$ cat src/common/riscv_cfg.svh
`ifndef RISCV_CFG_SVH
`define RISCV_CFG_SVH

// data path and address width
`define RISCV_XLEN 32

// integer register file
`define RISCV_REG_COUNT 32
`define RISCV_REG_AW 5

// first instruction address after reset
`define RISCV_RESET_PC 32'h0000_0000

`endif

$ cat src/common/riscv_pkg.sv
`include "riscv_cfg.svh"

package riscv_pkg;

  typedef enum logic [6:0] {
    OP     = 7'b0110011,
    OP_IMM = 7'b0010011,
    LUI    = 7'b0110111,
    LOAD   = 7'b0000011,
    STORE  = 7'b0100011,
    BRANCH = 7'b1100011,
    JAL    = 7'b1101111
  } riscv_opcode_e;

  // one instruction word, viewed per encoding format
  typedef union packed {
    struct packed {
      logic [6:0] funct7;
      logic [`RISCV_REG_AW-1:0] rs2;
      logic [`RISCV_REG_AW-1:0] rs1;
      logic [2:0] funct3;
      logic [`RISCV_REG_AW-1:0] rd;
      riscv_opcode_e opcode;
    } r;
    struct packed {
      logic [11:0] imm;
      logic [`RISCV_REG_AW-1:0] rs1;
      logic [2:0] funct3;
      logic [`RISCV_REG_AW-1:0] rd;
      riscv_opcode_e opcode;
    } i;
    struct packed {
      logic [6:0] imm_11_5;
      logic [`RISCV_REG_AW-1:0] rs2;
      logic [`RISCV_REG_AW-1:0] rs1;
      logic [2:0] funct3;
      logic [4:0] imm_4_0;
      riscv_opcode_e opcode;
    } s;
    struct packed {
      logic imm_12;
      logic [5:0] imm_10_5;
      logic [`RISCV_REG_AW-1:0] rs2;
      logic [`RISCV_REG_AW-1:0] rs1;
      logic [2:0] funct3;
      logic [3:0] imm_4_1;
      logic imm_11;
      riscv_opcode_e opcode;
    } b;
    struct packed {
      logic [19:0] imm_31_12;
      logic [`RISCV_REG_AW-1:0] rd;
      riscv_opcode_e opcode;
    } u;
    struct packed {
      logic imm_20;
      logic [9:0] imm_10_1;
      logic imm_11;
      logic [7:0] imm_19_12;
      logic [`RISCV_REG_AW-1:0] rd;
      riscv_opcode_e opcode;
    } j;
  } riscv_inst_u;

  typedef enum logic [2:0] {
    ADD, SUB, AND, OR, XOR, PASS_B
  } riscv_alu_op_e;

  typedef struct packed {
    riscv_alu_op_e alu_op;
    logic src_imm;    // operand b from immediate
    logic reg_write;
    logic mem_read;
    logic mem_write;
    logic branch;
    logic branch_ne;  // bne when set, beq otherwise
    logic jump;
    logic illegal;
  } riscv_ctrl_t;

  // wishbone classic master side
  typedef struct packed {
    logic cyc;
    logic stb;
    logic we;
    logic [`RISCV_XLEN-1:0] adr;
    logic [`RISCV_XLEN-1:0] dat_w;
  } riscv_wb_req_t;

  typedef struct packed {
    logic ack;
    logic [`RISCV_XLEN-1:0] dat_r;
  } riscv_wb_rsp_t;

endpackage

$ cat src/core/riscv_core.sv
`timescale 1ns/1ps
`include "riscv_cfg.svh"

module riscv_core (
  input  logic                    i_riscv_clk,
  input  logic                    i_rst_n,
  // fetch side
  output logic                    o_riscv_redirect,
  output logic [`RISCV_XLEN-1:0]  o_riscv_target,
  output logic                    o_riscv_take,
  input  logic                    i_riscv_inst_valid,
  input  riscv_pkg::riscv_inst_u  i_riscv_inst,
  input  logic [`RISCV_XLEN-1:0]  i_riscv_inst_pc,
  // lsu side
  output logic                    o_riscv_start,
  output logic                    o_riscv_we,
  output logic [`RISCV_XLEN-1:0]  o_riscv_addr,
  output logic [`RISCV_XLEN-1:0]  o_riscv_wdata,
  input  logic                    i_riscv_done,
  input  logic [`RISCV_XLEN-1:0]  i_riscv_rdata
);

  typedef enum logic [1:0] {IDLE, EXEC, MEM} state_e;

  state_e                   state_q;
  riscv_pkg::riscv_ctrl_t   ctrl;
  logic [`RISCV_XLEN-1:0]   imm;
  logic [`RISCV_XLEN-1:0]   regs [`RISCV_REG_COUNT];
  logic [`RISCV_XLEN-1:0]   rs1_val;
  logic [`RISCV_XLEN-1:0]   rs2_val;
  logic [`RISCV_XLEN-1:0]   op_b;
  logic [`RISCV_XLEN-1:0]   alu_res;
  logic                     taken;
  logic                     is_mem;
  logic                     load_q;   // pending lw writeback
  logic [`RISCV_REG_AW-1:0] ld_rd_q;
  logic                     rf_we;
  logic [`RISCV_REG_AW-1:0] rf_rd;
  logic [`RISCV_XLEN-1:0]   rf_wdata;

  riscv_decoder u_riscv_decoder (
    .i_riscv_inst (i_riscv_inst),
    .o_riscv_ctrl (ctrl),
    .o_riscv_imm  (imm)
  );

  assign rs1_val = regs[i_riscv_inst.r.rs1];
  assign rs2_val = regs[i_riscv_inst.r.rs2];
  assign op_b    = ctrl.src_imm ? imm : rs2_val;

  always_comb begin
    case (ctrl.alu_op)
      riscv_pkg::ADD:    alu_res = rs1_val + op_b;
      riscv_pkg::SUB:    alu_res = rs1_val - op_b;
      riscv_pkg::AND:    alu_res = rs1_val & op_b;
      riscv_pkg::OR:     alu_res = rs1_val | op_b;
      riscv_pkg::XOR:    alu_res = rs1_val ^ op_b;
      riscv_pkg::PASS_B: alu_res = op_b;  // lui
      default:           alu_res = '0;
    endcase
  end

  // beq / bne compare, jal always taken
  assign taken  = ctrl.jump | (ctrl.branch & ((rs1_val == rs2_val) ^ ctrl.branch_ne));
  assign is_mem = ctrl.mem_read | ctrl.mem_write;

  assign o_riscv_take     = (state_q == EXEC);
  assign o_riscv_redirect = (state_q == EXEC) & taken;
  assign o_riscv_target   = i_riscv_inst_pc + imm;
  assign o_riscv_start    = (state_q == EXEC) & is_mem;
  assign o_riscv_we       = ctrl.mem_write;
  assign o_riscv_addr     = alu_res;
  assign o_riscv_wdata    = rs2_val;

  always_comb begin
    if (state_q == MEM) begin
      rf_we    = i_riscv_done & load_q;
      rf_rd    = ld_rd_q;
      rf_wdata = i_riscv_rdata;
    end else begin
      rf_we    = (state_q == EXEC) & ctrl.reg_write & ~ctrl.mem_read;
      rf_rd    = i_riscv_inst.r.rd;
      rf_wdata = ctrl.jump ? i_riscv_inst_pc + `RISCV_XLEN'd4 : alu_res;  // link
    end
  end

  always_ff @(posedge i_riscv_clk) begin
    if (!i_rst_n) begin
      for (int k = 0; k < `RISCV_REG_COUNT; k++)
        regs[k] <= '0;
    end else if (rf_we && rf_rd != '0) begin  // x0 stays zero
      regs[rf_rd] <= rf_wdata;
    end
  end

  always_ff @(posedge i_riscv_clk) begin
    if (!i_rst_n) begin
      state_q <= IDLE;
      load_q  <= 1'b0;
    end else begin
      case (state_q)
        IDLE: if (i_riscv_inst_valid) state_q <= EXEC;
        EXEC: begin
          state_q <= is_mem ? MEM : IDLE;
          load_q  <= ctrl.mem_read;
        end
        MEM:  if (i_riscv_done) state_q <= IDLE;
        default: state_q <= IDLE;
      endcase
    end
  end

  always_ff @(posedge i_riscv_clk) begin
    if (state_q == EXEC)
      ld_rd_q <= i_riscv_inst.i.rd;
  end

endmodule

$ cat src/core/riscv_decoder.sv
`timescale 1ns/1ps
`include "riscv_cfg.svh"

module riscv_decoder (
  input  riscv_pkg::riscv_inst_u  i_riscv_inst,
  output riscv_pkg::riscv_ctrl_t  o_riscv_ctrl,
  output logic [`RISCV_XLEN-1:0]  o_riscv_imm
);

  always_comb begin
    o_riscv_ctrl = '0;
    o_riscv_ctrl.alu_op = riscv_pkg::ADD;
    o_riscv_imm = '0;
    case (i_riscv_inst.r.opcode)
      riscv_pkg::OP: begin
        o_riscv_ctrl.reg_write = 1'b1;
        if (i_riscv_inst.r.funct7 == 7'b0000000) begin
          case (i_riscv_inst.r.funct3)
            3'b000:  o_riscv_ctrl.alu_op = riscv_pkg::ADD;
            3'b111:  o_riscv_ctrl.alu_op = riscv_pkg::AND;
            3'b110:  o_riscv_ctrl.alu_op = riscv_pkg::OR;
            3'b100:  o_riscv_ctrl.alu_op = riscv_pkg::XOR;
            default: o_riscv_ctrl.illegal = 1'b1;  // shifts, slt
          endcase
        end else if (i_riscv_inst.r.funct7 == 7'b0100000 &&
                     i_riscv_inst.r.funct3 == 3'b000) begin
          o_riscv_ctrl.alu_op = riscv_pkg::SUB;
        end else begin
          o_riscv_ctrl.illegal = 1'b1;
        end
      end
      riscv_pkg::OP_IMM: begin
        o_riscv_ctrl.src_imm = 1'b1;
        o_riscv_ctrl.reg_write = 1'b1;
        o_riscv_ctrl.illegal = (i_riscv_inst.i.funct3 != 3'b000);  // addi only
        o_riscv_imm = {{(`RISCV_XLEN-12){i_riscv_inst.i.imm[11]}}, i_riscv_inst.i.imm};
      end
      riscv_pkg::LUI: begin
        o_riscv_ctrl.alu_op = riscv_pkg::PASS_B;
        o_riscv_ctrl.src_imm = 1'b1;
        o_riscv_ctrl.reg_write = 1'b1;
        o_riscv_imm = {i_riscv_inst.u.imm_31_12, 12'b0};
      end
      riscv_pkg::LOAD: begin
        o_riscv_ctrl.src_imm = 1'b1;
        o_riscv_ctrl.reg_write = 1'b1;
        o_riscv_ctrl.mem_read = 1'b1;
        o_riscv_ctrl.illegal = (i_riscv_inst.i.funct3 != 3'b010);  // lw only
        o_riscv_imm = {{(`RISCV_XLEN-12){i_riscv_inst.i.imm[11]}}, i_riscv_inst.i.imm};
      end
      riscv_pkg::STORE: begin
        o_riscv_ctrl.src_imm = 1'b1;
        o_riscv_ctrl.mem_write = 1'b1;
        o_riscv_ctrl.illegal = (i_riscv_inst.s.funct3 != 3'b010);  // sw only
        o_riscv_imm = {{(`RISCV_XLEN-12){i_riscv_inst.s.imm_11_5[6]}},
                       i_riscv_inst.s.imm_11_5, i_riscv_inst.s.imm_4_0};
      end
      riscv_pkg::BRANCH: begin
        o_riscv_ctrl.branch = 1'b1;
        o_riscv_ctrl.branch_ne = i_riscv_inst.b.funct3[0];
        o_riscv_ctrl.illegal = (i_riscv_inst.b.funct3[2:1] != 2'b00);
        o_riscv_imm = {{(`RISCV_XLEN-12){i_riscv_inst.b.imm_12}}, i_riscv_inst.b.imm_11,
                       i_riscv_inst.b.imm_10_5, i_riscv_inst.b.imm_4_1, 1'b0};
      end
      riscv_pkg::JAL: begin
        o_riscv_ctrl.jump = 1'b1;
        o_riscv_ctrl.reg_write = 1'b1;
        o_riscv_imm = {{(`RISCV_XLEN-20){i_riscv_inst.j.imm_20}}, i_riscv_inst.j.imm_19_12,
                       i_riscv_inst.j.imm_11, i_riscv_inst.j.imm_10_1, 1'b0};
      end
      default: o_riscv_ctrl.illegal = 1'b1;
    endcase
    // illegal word falls through as a nop
    if (o_riscv_ctrl.illegal) begin
      o_riscv_ctrl = '0;
      o_riscv_ctrl.alu_op = riscv_pkg::ADD;
      o_riscv_ctrl.illegal = 1'b1;
    end
  end

endmodule

$ cat src/core/riscv_fetch.sv
`timescale 1ns/1ps
`include "riscv_cfg.svh"

module riscv_fetch (
  input  logic                    i_riscv_clk,
  input  logic                    i_rst_n,
  input  logic                    i_riscv_redirect,
  input  logic [`RISCV_XLEN-1:0]  i_riscv_target,
  input  logic                    i_riscv_take,
  output logic                    o_riscv_inst_valid,
  output riscv_pkg::riscv_inst_u  o_riscv_inst,
  output logic [`RISCV_XLEN-1:0]  o_riscv_inst_pc,
  output riscv_pkg::riscv_wb_req_t o_riscv_req,
  input  riscv_pkg::riscv_wb_rsp_t i_riscv_rsp
);

  logic                   req_q;     // bus cycle open
  logic                   drop_q;    // in-flight word is stale
  logic [`RISCV_XLEN-1:0] adr_q;     // address on the bus
  logic [`RISCV_XLEN-1:0] pc_q;      // next address to fetch
  logic                   buf_valid_q;
  logic [`RISCV_XLEN-1:0] buf_inst_q;
  logic [`RISCV_XLEN-1:0] buf_pc_q;
  logic                   ack;
  logic                   fill;
  logic                   buf_valid_nxt;
  logic                   issue;
  logic [`RISCV_XLEN-1:0] issue_adr;

  assign ack  = req_q & i_riscv_rsp.ack;
  assign fill = ack & ~drop_q & ~i_riscv_redirect;  // word kept in buffer
  assign buf_valid_nxt = fill | (buf_valid_q & ~i_riscv_take & ~i_riscv_redirect);
  // no new request while the buffer stays full
  assign issue = (~req_q | ack) & ~buf_valid_nxt;
  assign issue_adr = i_riscv_redirect ? i_riscv_target : pc_q;

  always_ff @(posedge i_riscv_clk) begin
    if (!i_rst_n) begin
      req_q       <= 1'b0;
      drop_q      <= 1'b0;
      pc_q        <= `RISCV_RESET_PC;
      buf_valid_q <= 1'b0;
    end else begin
      buf_valid_q <= buf_valid_nxt;
      if (issue) begin
        req_q <= 1'b1;
        pc_q  <= issue_adr + `RISCV_XLEN'd4;
      end else begin
        if (ack)
          req_q <= 1'b0;
        if (i_riscv_redirect)
          pc_q <= i_riscv_target;
      end
      if (ack)
        drop_q <= 1'b0;
      else if (i_riscv_redirect && req_q)
        drop_q <= 1'b1;  // finish the cycle, throw the word away
    end
  end

  always_ff @(posedge i_riscv_clk) begin
    if (issue)
      adr_q <= issue_adr;
    if (fill) begin
      buf_inst_q <= i_riscv_rsp.dat_r;
      buf_pc_q   <= adr_q;
    end
  end

  always_comb begin
    o_riscv_req.cyc   = req_q;
    o_riscv_req.stb   = req_q;
    o_riscv_req.we    = 1'b0;  // read only
    o_riscv_req.adr   = adr_q;
    o_riscv_req.dat_w = '0;
  end

  assign o_riscv_inst_valid = buf_valid_q;
  assign o_riscv_inst       = buf_inst_q;
  assign o_riscv_inst_pc    = buf_pc_q;

endmodule

$ cat src/core/riscv_lsu.sv
`timescale 1ns/1ps
`include "riscv_cfg.svh"

module riscv_lsu (
  input  logic                     i_riscv_clk,
  input  logic                     i_rst_n,
  input  logic                     i_riscv_start,
  input  logic                     i_riscv_we,
  input  logic [`RISCV_XLEN-1:0]   i_riscv_addr,
  input  logic [`RISCV_XLEN-1:0]   i_riscv_wdata,
  output logic                     o_riscv_done,
  output logic [`RISCV_XLEN-1:0]   o_riscv_rdata,
  output riscv_pkg::riscv_wb_req_t o_riscv_req,
  input  riscv_pkg::riscv_wb_rsp_t i_riscv_rsp
);

  logic                   busy_q;
  logic                   done_q;
  logic                   we_q;
  logic [`RISCV_XLEN-1:0] adr_q;
  logic [`RISCV_XLEN-1:0] dat_q;
  logic [`RISCV_XLEN-1:0] rdata_q;
  logic                   ack;

  assign ack = busy_q & i_riscv_rsp.ack;

  always_ff @(posedge i_riscv_clk) begin
    if (!i_rst_n) begin
      busy_q <= 1'b0;
      done_q <= 1'b0;
    end else begin
      done_q <= ack;  // one cycle pulse after ack
      if (!busy_q && i_riscv_start)
        busy_q <= 1'b1;
      else if (ack)
        busy_q <= 1'b0;
    end
  end

  always_ff @(posedge i_riscv_clk) begin
    if (!busy_q && i_riscv_start) begin
      we_q  <= i_riscv_we;
      adr_q <= i_riscv_addr;
      dat_q <= i_riscv_wdata;
    end
    if (ack)
      rdata_q <= i_riscv_rsp.dat_r;
  end

  always_comb begin
    o_riscv_req.cyc   = busy_q;
    o_riscv_req.stb   = busy_q;
    o_riscv_req.we    = we_q;
    o_riscv_req.adr   = adr_q;
    o_riscv_req.dat_w = dat_q;
  end

  assign o_riscv_done  = done_q;
  assign o_riscv_rdata = rdata_q;

endmodule

$ cat src/rtl/riscv_bus_arbiter.sv
`timescale 1ns/1ps

module riscv_bus_arbiter (
  input  logic                     i_riscv_clk,
  input  logic                     i_rst_n,
  input  riscv_pkg::riscv_wb_req_t i_riscv_fetch_req,
  output riscv_pkg::riscv_wb_rsp_t o_riscv_fetch_rsp,
  input  riscv_pkg::riscv_wb_req_t i_riscv_lsu_req,
  output riscv_pkg::riscv_wb_rsp_t o_riscv_lsu_rsp,
  output riscv_pkg::riscv_wb_req_t o_riscv_bus_req,
  input  riscv_pkg::riscv_wb_rsp_t i_riscv_bus_rsp
);

  logic busy_q;   // cycle open, owner locked
  logic owner_q;  // 1 = lsu
  logic grant_lsu;

  // lsu first when the port is idle
  assign grant_lsu = busy_q ? owner_q : i_riscv_lsu_req.cyc;

  always_comb begin
    o_riscv_bus_req = grant_lsu ? i_riscv_lsu_req : i_riscv_fetch_req;
    o_riscv_fetch_rsp.ack   = i_riscv_bus_rsp.ack & ~grant_lsu;
    o_riscv_fetch_rsp.dat_r = grant_lsu ? '0 : i_riscv_bus_rsp.dat_r;
    o_riscv_lsu_rsp.ack     = i_riscv_bus_rsp.ack & grant_lsu;
    o_riscv_lsu_rsp.dat_r   = grant_lsu ? i_riscv_bus_rsp.dat_r : '0;
  end

  always_ff @(posedge i_riscv_clk) begin
    if (!i_rst_n) begin
      busy_q  <= 1'b0;
      owner_q <= 1'b0;
    end else if (o_riscv_bus_req.cyc && !i_riscv_bus_rsp.ack) begin
      busy_q  <= 1'b1;
      owner_q <= grant_lsu;
    end else begin
      busy_q  <= 1'b0;  // released on ack
    end
  end

endmodule

$ cat src/rtl/riscv_top.sv
`timescale 1ns/1ps
`include "riscv_cfg.svh"

module riscv_top (
  input  logic                     i_riscv_clk,
  input  logic                     i_rst_n,
  output riscv_pkg::riscv_wb_req_t o_riscv_wb_req,
  input  riscv_pkg::riscv_wb_rsp_t i_riscv_wb_rsp
);

  logic                     redirect;
  logic [`RISCV_XLEN-1:0]   target;
  logic                     take;
  logic                     inst_valid;
  riscv_pkg::riscv_inst_u   inst;
  logic [`RISCV_XLEN-1:0]   inst_pc;
  logic                     lsu_start;
  logic                     lsu_we;
  logic [`RISCV_XLEN-1:0]   lsu_addr;
  logic [`RISCV_XLEN-1:0]   lsu_wdata;
  logic                     lsu_done;
  logic [`RISCV_XLEN-1:0]   lsu_rdata;
  riscv_pkg::riscv_wb_req_t fetch_req;
  riscv_pkg::riscv_wb_rsp_t fetch_rsp;
  riscv_pkg::riscv_wb_req_t lsu_req;
  riscv_pkg::riscv_wb_rsp_t lsu_rsp;

  riscv_core u_riscv_core (
    .i_riscv_clk        (i_riscv_clk),
    .i_rst_n            (i_rst_n),
    .o_riscv_redirect   (redirect),
    .o_riscv_target     (target),
    .o_riscv_take       (take),
    .i_riscv_inst_valid (inst_valid),
    .i_riscv_inst       (inst),
    .i_riscv_inst_pc    (inst_pc),
    .o_riscv_start      (lsu_start),
    .o_riscv_we         (lsu_we),
    .o_riscv_addr       (lsu_addr),
    .o_riscv_wdata      (lsu_wdata),
    .i_riscv_done       (lsu_done),
    .i_riscv_rdata      (lsu_rdata)
  );

  riscv_fetch u_riscv_fetch (
    .i_riscv_clk        (i_riscv_clk),
    .i_rst_n            (i_rst_n),
    .i_riscv_redirect   (redirect),
    .i_riscv_target     (target),
    .i_riscv_take       (take),
    .o_riscv_inst_valid (inst_valid),
    .o_riscv_inst       (inst),
    .o_riscv_inst_pc    (inst_pc),
    .o_riscv_req        (fetch_req),
    .i_riscv_rsp        (fetch_rsp)
  );

  riscv_lsu u_riscv_lsu (
    .i_riscv_clk   (i_riscv_clk),
    .i_rst_n       (i_rst_n),
    .i_riscv_start (lsu_start),
    .i_riscv_we    (lsu_we),
    .i_riscv_addr  (lsu_addr),
    .i_riscv_wdata (lsu_wdata),
    .o_riscv_done  (lsu_done),
    .o_riscv_rdata (lsu_rdata),
    .o_riscv_req   (lsu_req),
    .i_riscv_rsp   (lsu_rsp)
  );

  riscv_bus_arbiter u_riscv_bus_arbiter (
    .i_riscv_clk       (i_riscv_clk),
    .i_rst_n           (i_rst_n),
    .i_riscv_fetch_req (fetch_req),
    .o_riscv_fetch_rsp (fetch_rsp),
    .i_riscv_lsu_req   (lsu_req),
    .o_riscv_lsu_rsp   (lsu_rsp),
    .o_riscv_bus_req   (o_riscv_wb_req),
    .i_riscv_bus_rsp   (i_riscv_wb_rsp)
  );

endmodule

$ cat config.mk
export PLATFORM = sky130hd
export DESIGN_NAME = riscv_top
export DESIGN_NICKNAME = d
export VERILOG_FILES = /design/src/common/riscv_pkg.sv /design/src/core/riscv_core.sv /design/src/core/riscv_decoder.sv /design/src/core/riscv_fetch.sv /design/src/core/riscv_lsu.sv /design/src/rtl/riscv_bus_arbiter.sv /design/src/rtl/riscv_top.sv
export VERILOG_INCLUDE_DIRS = /design/src /design/src/common
export SDC_FILE = /design/constraint.sdc
export NUM_CORES = 2
export LEC_CHECK = 0
export ABC_CLOCK_PERIOD_IN_PS = 11800
export BUFFER_PORTS_ARGS = -buffer_cell sky130_fd_sc_hd__buf_2
export CORE_MARGIN = 5
export CORE_UTILIZATION = 35
export DETAILED_ROUTE_END_ITERATION = 7
export SYNTH_ARGS = -nofsm -noshare
export SYNTH_HDL_FRONTEND = slang
export SYNTH_HIERARCHICAL = 1
export SYNTH_SLANG_ARGS = --single-unit
export TNS_END_PERCENT = 100
$ cat constraint.sdc
create_clock -name i_riscv_clk -period 11.8 [get_ports i_riscv_clk]
set_input_delay 0.59 -clock i_riscv_clk [delete_from_list [all_inputs] [get_ports i_riscv_clk]]
set_output_delay 0.59 -clock i_riscv_clk [all_outputs]
set_load 0.01 [all_outputs]
==> flow_summary.toml <==
[sta]
setup_ws_ps = 2934
tns_ps = 0
post-route-period-util_pct = 75.14
finClkSkew_ps = 38.71
hold_viol = 0
slew_headroom_pct = 8.047
hold_ws_ps = 97.54
fmax_mhz = 112.8
setup_viol = 0
slew_viol_final = 0
tightest_slew_ps = 1368
rsz0062_at_grt = "no"
fin_crit_ps = 8866

[routing]
ant_nets = 0
vias = 51601
first_pass_iters = 6
drt_iter0_drc = 8464
post-route-drc-count = 0
post_drt_wl_per_cell_um = 34.83
routed_wl_um = 286100
via_per_inst = 6.281

[finish]
drive_gt1_share_pct = 22.21
fin_nets = 5601
syn_to_final_growth_pct = 11.42
stdcell_area_mm2 = 0.07858
nFillCells = 18679

[die]
ios = 102
coreArea_mm2 = 0.2001
die_h_um = 458.9
num_rows = 164
start_util_pct = 35.25
die_area_mm2 = 0.2106
chipWidth_um = 458.9

[setup_path]
rrSetupSlack_ps = 2930
worstReg2RegStart = "u_riscv_fetch/o_riscv_inst[24]$_DFFE_PP_"
cp-start-kind = "flip-flop"
required_ps = 12310
cp-end-kind = "flip-flop"
arrival_ps = 9370
slowest_stage = "o32ai_1"
critical_path_class = "flip-flop to flip-flop"
path_buf_inv = 4
worstSetupPathDepth = 27
path_delay_family = "compound AO/OA/AOI/OAI gates"
critical-path-max-stage-delay_ps = 800
startpoint = "u_riscv_fetch/o_riscv_inst[24]$_DFFE_PP_"
cpMostUsedCell = "buf_4"
cp_max_fo = 37
ff2ff_path_depth = 27

[global_routing]
grt_max_degree = 98
track_usage_pct = 26.45
grt_pass1_wl_um = 392700
antenna_found_initial = 10
overflow = 0
grt_pass1_vias = 49347

[cts]
clk_pin_slew_worst_paths_ps = 60
clock_path_buffers = 3
cts_root_buf = "clkbuf_16"
cts.sink_count = 1264
postCtsResizedCells = 0
post_cts_buffers = 0
cts_tree = "yes"
clock_latency_ps = 820
cts_buffers = 141
hold_buffers = 0
htreeDepth = 4

[hold_path]
hold-path-cell-count = 2
hp-class = "input port to flip-flop"
holdCritStartpoint = "i_riscv_wb_rsp[18]"

[synthesis]
netlist_instances = 5427
syn_area_mm2 = 0.07052
synth_warnings = 6
synth.avg_cell_area_um2 = 13.00

[outcome]
status = "finished, final reports clean"

[job]
maxCapViolations = 0

[placed_design]
numPortBuffers = 101
post_dp_cell_area_mm2 = 0.07405
hpwl_um = 179000
place_congestion = 0.9676
post-place-ws_ps = 3440

[pwr]
p_total_mw = 12.12
peakVddDrop_mv = 0.1140
leakagePower_nw = 28.69
powerDensity_mw_per_mm2 = 154.3
layout make-up:
type,count,area [µm²],area share [%]
sequential,1264,37540,47.77
multi-input combinational,3615,30670,39.02
clock buffer,165,3650,4.645
tap,2656,3323,4.229
timing repair buffer,294,2079,2.646
clock inverter,96,865.8,1.102
inverter,118,442.9,0.5637
antenna,7,17.52,0.02229
per-stage QoR:
step / cells / util [%]
after floorplan: 5490 / -
after global placement: 7947 / 37.01
after detailed placement: 7947 / 37.01
after CTS: 8208 / 39.27
after global routing: 8209 / 39.27
final: 8215 / 39.28
routing by layer:
layer | vias to the layer above | track usage (%) | wire (µm)
met5 | - | 0 | 75
met4 | 10 | 15.64 | 20880
met3 | 908 | 8.374 | 38690
met2 | 4089 | 39.95 | 125300
met1 | 26201 | 33.44 | 101200
li1 | 20393 | - | -
sequential cells by signal (all words and copies together), names as in the netlist:
signal                            count
u_riscv_fetch/o_riscv_inst_valid      1
u_riscv_lsu/dat_q                    32
u_riscv_core/load_q                   1
u_riscv_lsu/busy_q                    1
u_riscv_lsu/o_riscv_done              1
u_riscv_fetch/adr_q                  32
u_riscv_lsu/adr_q                    32
u_riscv_core/state_q                  2
u_riscv_bus_arbiter/owner_q           1
u_riscv_fetch/drop_q                  1
u_riscv_core/regs                  1024
u_riscv_fetch/o_riscv_inst           32
u_riscv_core/ld_rd_q                  5
u_riscv_lsu/we_q                      1
u_riscv_fetch/req_q                   1
u_riscv_lsu/o_riscv_rdata            32
u_riscv_fetch/pc_q                   32
u_riscv_fetch/o_riscv_inst_pc        32
u_riscv_bus_arbiter/busy_q            1
cells in the final DEF (no fill, tap or decap), types with 19 or more instances in the layout:
| master | instances |
|---|---|
| mux2_2 | 85 |
| inv_1 | 113 |
| nand3_1 | 88 |
| nand2_1 | 135 |
| nand2b_1 | 29 |
| a21o_1 | 45 |
| a22oi_1 | 68 |
| clkbuf_1 | 22 |
| a211oi_1 | 27 |
| ha_1 | 130 |
| clkbuf_16 | 142 |
| edfxtp_1 | 1222 |
| o21a_1 | 19 |
| a21oi_1 | 138 |
| nand2_2 | 58 |
| a21oi_2 | 20 |
| nor2_2 | 32 |
| buf_2 | 101 |
| and3_1 | 26 |
| nor2b_1 | 50 |
| dfxtp_1 | 42 |
| nand4_1 | 23 |
| nor2_1 | 1089 |
| conb_1 | 65 |
| xnor2_1 | 113 |
| a31oi_1 | 21 |
| o22ai_1 | 68 |
| mux2i_1 | 328 |
| clkinv_1 | 40 |
| buf_4 | 183 |
| xor2_1 | 33 |
| and2_1 | 56 |
| mux4_2 | 453 |
| o21ai_0 | 81 |
| nor3_1 | 33 |
| clkinv_2 | 24 |
| nor4_1 | 19 |
path summary, 6_finish.rpt:
kind	endpoint
min	u_riscv_fetch/o_riscv_inst[18]$_DFFE_PP_
max reg2reg	u_riscv_core/regs[1][31]$_SDFFCE_PN0P_
max	u_riscv_core/regs[1][31]$_SDFFCE_PN0P_
min reg2reg	u_riscv_fetch/o_riscv_inst_pc[1]$_DFFE_PP_
where the power goes:
group / internal, mW / total (mW) / switching (mW)
Sequential: 5.09 / 5.20 / 0.107
Clock: 2.44 / 4.40 / 1.96
Combinational: 0.718 / 2.52 / 1.80
Note: power is estimated with default switching activity, not from simulation.
